### config.mk
export PLATFORM = sky130hd
export DESIGN_NAME = axis_in_top
export DESIGN_NICKNAME = d
export VERILOG_FILES = /design/src/hw/axis_in_pkg.sv /design/src/hw/axis_in_ctrl_fsm.sv /design/src/hw/axis_beat_counter.sv /design/src/hw/axis_word_packer.sv /design/src/hw/axis_word_fifo.sv /design/src/hw/axis_in_regs.sv /design/src/hw/axis_in_top.sv
export SDC_FILE = /design/constraint.sdc
export NUM_CORES = 1
export LEC_CHECK = 0
export ABC_AREA = 1
export ABC_CLOCK_PERIOD_IN_PS = 5210
export BUFFER_PORTS_ARGS = -buffer_cell sky130_fd_sc_hd__buf_2
export CAP_MARGIN = 0
export CELL_PAD_IN_SITES_DETAIL_PLACEMENT = 1
export CELL_PAD_IN_SITES_GLOBAL_PLACEMENT = 2
export CORE_MARGIN = 5
export CORE_UTILIZATION = 45
export DETAILED_ROUTE_END_ITERATION = 7
export MAX_ROUTING_LAYER = met4
export PLACE_DENSITY = 0.82
export SLEW_MARGIN = 20
export SYNTH_ARGS = -nofsm -noshare
export SYNTH_HDL_FRONTEND = slang
export SYNTH_HIERARCHICAL = 1
export SYNTH_SLANG_ARGS = --single-unit
export TNS_END_PERCENT = 50
### constraint.sdc
create_clock -name clk_i -period 5.21 [get_ports clk_i]
set_clock_uncertainty 0.2 [all_clocks]
set_input_delay 0.521 -clock clk_i [delete_from_list [all_inputs] [get_ports clk_i]]
set_output_delay 0.521 -clock clk_i [all_outputs]
set_load 0.01 [all_outputs]
### src/hw/axis_in_pkg.sv
package axis_in_pkg;

   // Stream beat and packed word geometry
   localparam int TDATA_W = 8;
   localparam int WORD_W = 32;
   localparam int N_BEATS = WORD_W / TDATA_W;
   // Beat counter needs at least one bit, even for one beat per word
   localparam int BEAT_CNT_W = (N_BEATS > 1) ? $clog2(N_BEATS) : 1;

   // Word FIFO sizing
   localparam int FIFO_DEPTH_LOG2 = 4;
   localparam int FIFO_DEPTH = 2 ** FIFO_DEPTH_LOG2;
   localparam int LEVEL_W = FIFO_DEPTH_LOG2 + 1;

   // Control register reset values
   localparam int RST_THRESHOLD = 8;

   typedef enum logic {
      ST_WRITE   = 1'b0,
      ST_PADDING = 1'b1
   } axis_state_t;

   // One FIFO entry, strb and last carry one bit per beat slot
   typedef struct packed {
      logic [WORD_W-1:0]  data;
      logic [N_BEATS-1:0] strb;
      logic [N_BEATS-1:0] last;
   } axis_word_t;

   typedef struct packed {
      logic               enable;
      logic               soft_rst;
      logic [LEVEL_W-1:0] threshold;
   } axis_ctrl_t;

endpackage

### src/hw/axis_in_ctrl_fsm.sv
`timescale 1ns/10ps

module axis_in_ctrl_fsm import axis_in_pkg::*; (
   input  logic        clk_i,
   input  logic        rst_i,
   input  axis_ctrl_t  ctrl_i,
   input  logic        tvalid_i,
   input  logic        tlast_i,
   input  logic        word_end_i,
   input  logic        fifo_full_i,
   output logic        tready_o,
   output logic        slot_we_o,
   output logic        pad_o,
   output axis_state_t state_o
);

   axis_state_t state;
   axis_state_t state_nxt;
   logic        can_write;
   logic        beat_accept;

   // Nothing moves while disabled or while the FIFO is full
   assign can_write = ctrl_i.enable & ~fifo_full_i;

   assign tready_o = can_write & (state == ST_WRITE);
   assign beat_accept = tvalid_i & tready_o;

   // Padding fills one slot per cycle without a beat
   assign pad_o = (state == ST_PADDING);
   assign slot_we_o = pad_o ? can_write : beat_accept;

   always_comb begin
      state_nxt = state;
      case (state)
         ST_WRITE: begin
            // Packet ended part-way through a word
            if (beat_accept && tlast_i && !word_end_i) begin
               state_nxt = ST_PADDING;
            end
         end
         ST_PADDING: begin
            if (slot_we_o && word_end_i) begin
               state_nxt = ST_WRITE;
            end
         end
         default: state_nxt = ST_WRITE;
      endcase
   end

   always_ff @(posedge clk_i) begin
      if (rst_i || ctrl_i.soft_rst) begin
         state <= ST_WRITE;
      end else begin
         state <= state_nxt;
      end
   end

   assign state_o = state;

endmodule

### src/hw/axis_beat_counter.sv
`timescale 1ns/10ps

module axis_beat_counter import axis_in_pkg::*; (
   input  logic                  clk_i,
   input  logic                  rst_i,
   input  axis_ctrl_t            ctrl_i,
   input  logic                  slot_we_i,
   output logic [BEAT_CNT_W-1:0] slot_idx_o,
   output logic                  word_end_o
);

   logic [BEAT_CNT_W-1:0] slot_idx;

   assign word_end_o = (slot_idx == BEAT_CNT_W'(N_BEATS - 1));

   always_ff @(posedge clk_i) begin
      if (rst_i || ctrl_i.soft_rst) begin
         slot_idx <= '0;
      end else if (slot_we_i) begin
         // Wrap back to slot 0 once the word is complete
         if (word_end_o) begin
            slot_idx <= '0;
         end else begin
            slot_idx <= slot_idx + 1'b1;
         end
      end
   end

   assign slot_idx_o = slot_idx;

endmodule

### src/hw/axis_word_packer.sv
`timescale 1ns/10ps

module axis_word_packer import axis_in_pkg::*; (
   input  logic                  clk_i,
   input  logic                  rst_i,
   input  axis_ctrl_t            ctrl_i,
   input  logic                  slot_we_i,
   input  logic                  pad_i,
   input  logic [BEAT_CNT_W-1:0] slot_idx_i,
   input  logic                  word_end_i,
   input  logic [TDATA_W-1:0]    tdata_i,
   input  logic                  tlast_i,
   output axis_word_t            word_o,
   output logic                  word_valid_o
);

   axis_word_t hold;
   axis_word_t hold_nxt;

   // Holding register with the current slot merged in
   always_comb begin
      hold_nxt = hold;
      hold_nxt.data[slot_idx_i*TDATA_W +: TDATA_W] = pad_i ? '0 : tdata_i;
      hold_nxt.strb[slot_idx_i] = ~pad_i;
      hold_nxt.last[slot_idx_i] = ~pad_i & tlast_i;
   end

   always_ff @(posedge clk_i) begin
      if (rst_i || ctrl_i.soft_rst) begin
         hold <= '0;
         word_valid_o <= 1'b0;
      end else begin
         word_valid_o <= slot_we_i & word_end_i;
         if (slot_we_i) begin
            // Start the next word from a clean register
            hold <= word_end_i ? '0 : hold_nxt;
         end
      end
   end

   // Finished word, valid for the single cycle after its last slot
   always_ff @(posedge clk_i) begin
      if (slot_we_i && word_end_i) begin
         word_o <= hold_nxt;
      end
   end

endmodule

### src/hw/axis_word_fifo.sv
`timescale 1ns/10ps

module axis_word_fifo import axis_in_pkg::*; (
   input  logic               clk_i,
   input  logic               rst_i,
   input  axis_ctrl_t         ctrl_i,
   input  logic               push_i,
   input  axis_word_t         word_i,
   input  logic               pop_i,
   output axis_word_t         word_o,
   output logic               empty_o,
   output logic               full_o,
   output logic [LEVEL_W-1:0] level_o
);

   axis_word_t                 mem [FIFO_DEPTH];
   logic [FIFO_DEPTH_LOG2-1:0] wr_ptr;
   logic [FIFO_DEPTH_LOG2-1:0] rd_ptr;
   logic [LEVEL_W-1:0]         level;
   logic                       do_push;
   logic                       do_pop;

   assign empty_o = (level == '0);
   assign full_o = (level == LEVEL_W'(FIFO_DEPTH));
   assign level_o = level;

   // Pushes on full and pops on empty are dropped
   assign do_push = push_i & ~full_o;
   assign do_pop = pop_i & ~empty_o;

   always_ff @(posedge clk_i) begin
      if (rst_i || ctrl_i.soft_rst) begin
         wr_ptr <= '0;
         rd_ptr <= '0;
         level <= '0;
      end else begin
         if (do_push) begin
            wr_ptr <= wr_ptr + 1'b1;
         end
         if (do_pop) begin
            rd_ptr <= rd_ptr + 1'b1;
         end
         case ({do_push, do_pop})
            2'b10:   level <= level + 1'b1;
            2'b01:   level <= level - 1'b1;
            default: level <= level;
         endcase
      end
   end

   always_ff @(posedge clk_i) begin
      if (do_push) begin
         mem[wr_ptr] <= word_i;
      end
   end

   // Head word stays on the output until the next pop
   always_ff @(posedge clk_i) begin
      if (do_pop) begin
         word_o <= mem[rd_ptr];
      end
   end

endmodule

### src/hw/axis_in_regs.sv
`timescale 1ns/10ps

module axis_in_regs import axis_in_pkg::*; (
   input  logic               clk_i,
   input  logic               rst_i,
   input  logic               enable_i,
   input  logic               soft_rst_i,
   input  logic [LEVEL_W-1:0] threshold_i,
   input  logic               read_i,
   input  logic               fifo_empty_i,
   input  logic [LEVEL_W-1:0] level_i,
   output axis_ctrl_t         ctrl_o,
   output logic               pop_o,
   output logic               rvalid_o,
   output logic               ready_o,
   output logic               threshold_o
);

   logic read_q;
   logic pop_q;

   always_ff @(posedge clk_i) begin
      if (rst_i) begin
         ctrl_o.enable <= 1'b1;
         ctrl_o.soft_rst <= 1'b0;
         ctrl_o.threshold <= LEVEL_W'(RST_THRESHOLD);
         read_q <= 1'b0;
         pop_q <= 1'b0;
         rvalid_o <= 1'b0;
      end else begin
         ctrl_o.enable <= enable_i;
         ctrl_o.soft_rst <= soft_rst_i;
         ctrl_o.threshold <= threshold_i;
         read_q <= read_i;
         // Registered rising edge of the read level, one pop per edge
         pop_q <= read_i & ~read_q;
         // Read data is in the output register one cycle after the pop
         rvalid_o <= pop_q;
      end
   end

   assign pop_o = pop_q;

   assign ready_o = ~fifo_empty_i & ctrl_o.enable;
   assign threshold_o = (level_i >= ctrl_o.threshold);

endmodule

### src/hw/axis_in_top.sv
`timescale 1ns/10ps

module axis_in_top import axis_in_pkg::*; (
   input  logic               clk_i,
   input  logic               rst_i,
   input  logic [TDATA_W-1:0] tdata_i,
   input  logic               tvalid_i,
   input  logic               tlast_i,
   output logic               tready_o,
   input  logic               enable_i,
   input  logic               soft_rst_i,
   input  logic [LEVEL_W-1:0] threshold_i,
   input  logic               read_i,
   output logic [WORD_W-1:0]  data_o,
   output logic [N_BEATS-1:0] strb_o,
   output logic               last_o,
   output logic               rvalid_o,
   output logic               ready_o,
   output logic [LEVEL_W-1:0] level_o,
   output logic               threshold_o
);

   axis_ctrl_t            ctrl;
   axis_state_t           state;
   axis_word_t            packed_word;
   axis_word_t            rd_word;
   logic                  slot_we;
   logic                  pad;
   logic [BEAT_CNT_W-1:0] slot_idx;
   logic                  word_end;
   logic                  word_valid;
   logic                  fifo_full;
   logic                  fifo_empty;
   logic                  pop;

   axis_in_ctrl_fsm u_fsm (
      .clk_i       (clk_i),
      .rst_i       (rst_i),
      .ctrl_i      (ctrl),
      .tvalid_i    (tvalid_i),
      .tlast_i     (tlast_i),
      .word_end_i  (word_end),
      .fifo_full_i (fifo_full),
      .tready_o    (tready_o),
      .slot_we_o   (slot_we),
      .pad_o       (pad),
      .state_o     (state)
   );

   axis_beat_counter u_counter (
      .clk_i      (clk_i),
      .rst_i      (rst_i),
      .ctrl_i     (ctrl),
      .slot_we_i  (slot_we),
      .slot_idx_o (slot_idx),
      .word_end_o (word_end)
   );

   axis_word_packer u_packer (
      .clk_i        (clk_i),
      .rst_i        (rst_i),
      .ctrl_i       (ctrl),
      .slot_we_i    (slot_we),
      .pad_i        (pad),
      .slot_idx_i   (slot_idx),
      .word_end_i   (word_end),
      .tdata_i      (tdata_i),
      .tlast_i      (tlast_i),
      .word_o       (packed_word),
      .word_valid_o (word_valid)
   );

   axis_word_fifo u_fifo (
      .clk_i   (clk_i),
      .rst_i   (rst_i),
      .ctrl_i  (ctrl),
      .push_i  (word_valid),
      .word_i  (packed_word),
      .pop_i   (pop),
      .word_o  (rd_word),
      .empty_o (fifo_empty),
      .full_o  (fifo_full),
      .level_o (level_o)
   );

   axis_in_regs u_regs (
      .clk_i        (clk_i),
      .rst_i        (rst_i),
      .enable_i     (enable_i),
      .soft_rst_i   (soft_rst_i),
      .threshold_i  (threshold_i),
      .read_i       (read_i),
      .fifo_empty_i (fifo_empty),
      .level_i      (level_o),
      .ctrl_o       (ctrl),
      .pop_o        (pop),
      .rvalid_o     (rvalid_o),
      .ready_o      (ready_o),
      .threshold_o  (threshold_o)
   );

   // Word fields out to the processor port
   assign data_o = rd_word.data;
   assign strb_o = rd_word.strb;
   assign last_o = |rd_word.last;

endmodule

; Word-level counts from Yosys, hierarchy flattened
; Memory sizes are Yosys's and may differ from the RTL's. A register that Yosys moved wholly into a read port is not among the register bits.
; Cells that the tools add are included.
[totals]
wordCells = 71
ram_bits = 640
mem_bits_ro = 0
latch_bits = 0
input_bits = 20
ff_bits = 107
mem_count = 1
[op_classes]
add_sub_neg = 6
n_eq_ne = 4
div_mod_pow = 0
bitwise_logic = 13
mux = 15
magnitude_cmp = 3
reduce_logical = 9
n_mul = 0
shifts = 2
[memory_table]
columns = memory, words, width, rd, rd_ports_with_merged_regs, wr, line
row1 = u_fifo.mem, 16, 40, 1, 1, 1, axis_word_fifo.sv:16  ; axis_word_t mem [FIFO_DEPTH];
[op_table]
columns = cell, n
row1 = $mux W40, 1
row2 = $neg A5 Y34, 1
row3 = $shift A8 B34 Y32 const A, 1
row4 = $shiftx A8 B34 Y32, 1
row5 = $bwmux W32, 1
row6 = $pmux W5 S2, 1
row7 = $and A1 B1 Y1, 9
row8 = $add A4 B1 Y4 const B, 2
row9 = $bwmux W4, 2
row10 = $mux W8, 1
row11 = $mux W1, 6
row12 = $add A5 B1 Y5 const B, 1
row13 = $eq A5 B5 Y1 const B, 1
row14 = $ge A5 B5 Y1, 1
row15 = $logic_not A5 Y1, 1
row16 = $sub A5 B1 Y5 const B, 1
row17 = $eq A2 B2 Y1 const B, 2
row18 = $logic_and A1 B1 Y1, 4
row19 = $not A1 Y1, 4
row20 = $reduce_or A4 Y1, 1
row21 = $lt A2 B3 Y1 const B, 1
row22 = $add A2 B1 Y2 const B, 1
row23 = $demux W1 S2, 1
row24 = $eq A2 B1 Y1 const B, 1
row25 = 6 further kinds, 6

; Depth between registers and ports, before layout
[logic_depth]
word_depth = 9
depth_mapped = 15

; By module
; Netlist, hierarchy kept.
[modules_own_cells]
columns = mod, seq_area_each_um2, instances, cells_each, area_per_inst_um2
row1 = axis_word_fifo, 20679.8, 1, 2754, 29514.6
row2 = axis_word_packer, 2021.9, 1, 384, 3505.9
row3 = axis_in_regs, 200.2, 1, 53, 421.7
row4 = axis_beat_counter, 40.0, 1, 14, 97.6
row5 = axis_in_ctrl_fsm, 20.0, 1, 17, 92.6
row6 = axis_in_top, 0.0, 1, 3, 11.3

; Least setup slack after synthesis
; No wires, ideal clock.
[synth_timing]
kind = register -> register
start = reg u_fifo.level[1] (netlist: u_fifo/level_o[1])
end = mem u_fifo/mem[0][0] (netlist bit) (enable)
arrival_time_ps = 2685
slack_ps = 1888
path_buffers = 0
setup_ps = 437
period_less_slack_ps = 3322
stages_incl_launch_ff = 7
cell_sequence = dfxtp_1 -> nor2_1 -> nand3_1 -> nand2_1 -> inv_1 -> nand2_1 -> nor2_1
[synth_via]
elab_chain_cells = 5
[synth_rtl]
columns = element, line
row1 = from (decl), axis_word_fifo.sv:19  ; logic [LEVEL_W-1:0] level;
row2 = from (signal assigned), axis_word_fifo.sv:44  ; 2'b10: level <= level + 1'b1;
row3 = from (signal assigned), axis_word_fifo.sv:45  ; 2'b01: level <= level - 1'b1;
row4 = from (signal assigned), axis_word_fifo.sv:46  ; default: level <= level;
row5 = $eq A5 B5 Y1, axis_word_fifo.sv:24  ; assign full_o = (level == LEVEL_W'(FIFO_DEPTH));
row6 = $not A1 Y1, axis_word_fifo.sv:28  ; assign do_push = push_i & ~full_o;
row7 = $and A1 B1 Y1, axis_word_fifo.sv:28
row8 = $mux W1, axis_word_fifo.sv:52  ; if (do_push) begin
row9 = $mux W1 (implied by the code), axis_word_fifo.sv:53  ; mem[wr_ptr] <= word_i;
row10 = to (decl), axis_word_fifo.sv:16
; No other way between the ends.

; Worst setup path after layout
[layout_timing]
start = reg u_fifo.level[2] (netlist: u_fifo/level_o[2])
end = mem u_fifo/mem[0][20] (netlist bit) (enable)
; Same word-level chain as after synthesis.

==> metrics.yaml <==
via_per_inst: 5.214
cap_violations: 0
fin_setup_tns_ns: 0
netlist_instances: 3224
holdPathEnd: "u_regs/ctrl_o[5]"
htree_num_levels: 3
drt_first_pass_iters: 5
rsz0062_at_grt: "false"
reg2reg_to: "u_fifo/mem[0][20]"
grt_max_degree: 172
slew_viol_final: 0
grt-ovfl-total: 0
status: "completed"
grt_pass1_wl_mm: 141.9
dieHeight_um: 283.4
drcViolationCount: 0
clockRootBuffer: "clkbuf_16"
crit_top_cell: "nand2_1"
drive_above_1_share_pct: 8.740
die_area_um2: 80320
drtIter0Drc: 1670
hp-class: "input port to register"
clkLatencyLatePin_ns: 0.64
hp-start: "rst_i"
final_antenna_net_count: 0
hold_viol_final: 0
r2r-start: "u_fifo/level_o[2]"
netlist_area_um2: 33640
core_area_um2: 74320
cp_max_fo: 21
ir_drop_mv: 0.2220
max_freq_ghz: 0.3124
crit_type: "register to register"
cp_cell_sequence: "nor2_1, nand3_1, nand2_1, inv_1, nand2_1, nor2_4, buf_4"
critPathArrivalTime_ns: 3.27
grtUsageTotal_pct: 23.42
ioPinCount: 66
max_stage_delay_ns: 0.76
power_density_nw_per_um2: 343.9
p_total_w: 0.01289
grt_pass1_vias: 23816
cts.sink_count: 787
start_kind: "register"
wl_per_cell_um: 21.46
whs_path_depth: 2
cts_buffers: 85
drt_wl_total_mm: 92.57
nFillCells: 8091
initial_core_util_pct: 45.26
tightest_slew_ns: 1.122
route.vias.total: 22492
antenna_found_initial: 2
fin_nets: 3316
r2r_setup_slack_ns: 2.01
crit_path_end_kind: "register"
period_minus_slack_ns: 3.201
required_ns: 5.28
cts_tree: "done"
dp.final_hpwl_mm: 55.57
fin_crit_sh_pct: 61.44
clk_pin_slew_ns: 0.05
post-cts-setup-buffer-count: 0
yosys_warnings: 6
rows: 100
die_w_um: 283.4
clk_path_buf_depth: 3
finalWeightedCongestion: 0.8109
relSlewSlack_pct: 25.22
numPortBuffers: 65
crit_slowest_cell: "nor2_4"
reg2reg_depth: 7
utilization_pct: 50.44
syn2layout_area_growth_pct: 11.45
syn_area_per_cell_um2: 10.43
p_leak_nw: 15.48
synth_nets: 3266
setup_viol: 0
[repair_timing]
item                                   CTS  global route
hold buffers                             8             0
resized for setup                        0             0
endpoints found under the hold margin    9             0
[worst max-delay path, delay by kind of cell (launching register included)]
| family | cells | cell delay [ns] |
|---|---|---|
| buffers and inverters | 2 | 0.71 |
| DFF | 1 | 0.43 |
| and+or+nand+nor | 5 | 1.48 |
[layer usage]
| layer | share of wire, % | routed length (µm) | global-route usage (%) |
|---|---|---|---|
| met1 | 44 | 40320 | 31.31 |
| met2 | 49 | 45540 | 38.64 |
| met3 | 5.4 | 5045 | 3.076 |
| met4 | 1.8 | 1662 | 5.509 |
| met5 | 0 | 0 | - |
[placed cells by master, fill, tap and decap left out, types with 17 or more instances in the layout]
master	n
inv_1	536
edfxtp_1	720
nand3_1	500
clkbuf_1	22
a21oi_1	46
clkinv_1	20
dfxtp_1	63
nor2_4	17
buf_4	36
ha_1	21
nor2_1	48
nand2_1	1046
buf_2	65
clkbuf_16	88
[per-stage QoR]
step                hold slack [ns]  area, µm²  instances  worst slack (ns)
floorplan                    0.1744      33640       3224             1.888
global placement             0.1799      34680       4146             2.044
detailed placement           0.1839      34730       4148             1.971
CTS                        0.002869      37480       4310             1.979
global route                0.03528      37480       4311             1.800
finish                      0.03435      37490       4314             2.009
[where the power goes]
| group | total, W | switching, W | internal, W | leakage [nW] |
|---|---|---|---|---|
| clock network | 0.00583 | 0.00244 | 0.00339 | 1.30 |
| logic | 0.000212 | 0.000153 | 0.0000590 | 7.18 |
| registers | 0.00684 | 0.0000236 | 0.00682 | 7.00 |
[flip-flops by register name, summed over array words and instances (netlist names)]
register and flops:
u_regs/ctrl_o 7, u_packer/word_o 40, u_counter/slot_idx_o 2, u_fifo/rd_ptr 4
u_fifo/wr_ptr 4, u_regs/rvalid_o 1, u_fifo/mem 640, u_regs/read_q 1
u_fifo/word_o 40, u_regs/pop_o 1, u_packer/word_valid_o 1, u_fifo/level_o 5
u_fsm/pad_o 1, u_packer/hold 40
[how the worst max path moves through the flow]
stage	from	endpoint	slack [ns]
2_1_floorplan	u_fifo/level_o[1]	u_fifo/mem[0][0]	1.89
6_report	u_fifo/level_o[2]	u_fifo/mem[0][20]	2.01
4_1_cts	u_fifo/level_o[1]	u_fifo/mem[0][20]	1.98
3_5_place_dp	u_fifo/level_o[1]	u_fifo/mem[0][28]	1.97
5_1_grt	u_fifo/level_o[1]	u_fifo/mem[10][11]	1.80
3_3_place_gp	u_fifo/level_o[1]	u_fifo/mem[3][4]	2.04
[area by class of cell]
class | instances | area, µm² | area share [%]
well taps | 969 | 1212 | 3.234
flip-flops and latches | 787 | 22970 | 61.28
repair buffers | 114 | 783.3 | 2.089
diodes | 4 | 10.01 | 0.02670
clock inverters | 40 | 329.1 | 0.8778
clock buffers | 114 | 2340 | 6.241
multi-input cells | 1740 | 7771 | 20.73
inverters | 546 | 2068 | 5.517
Note: power is estimated with default switching activity, not from simulation.
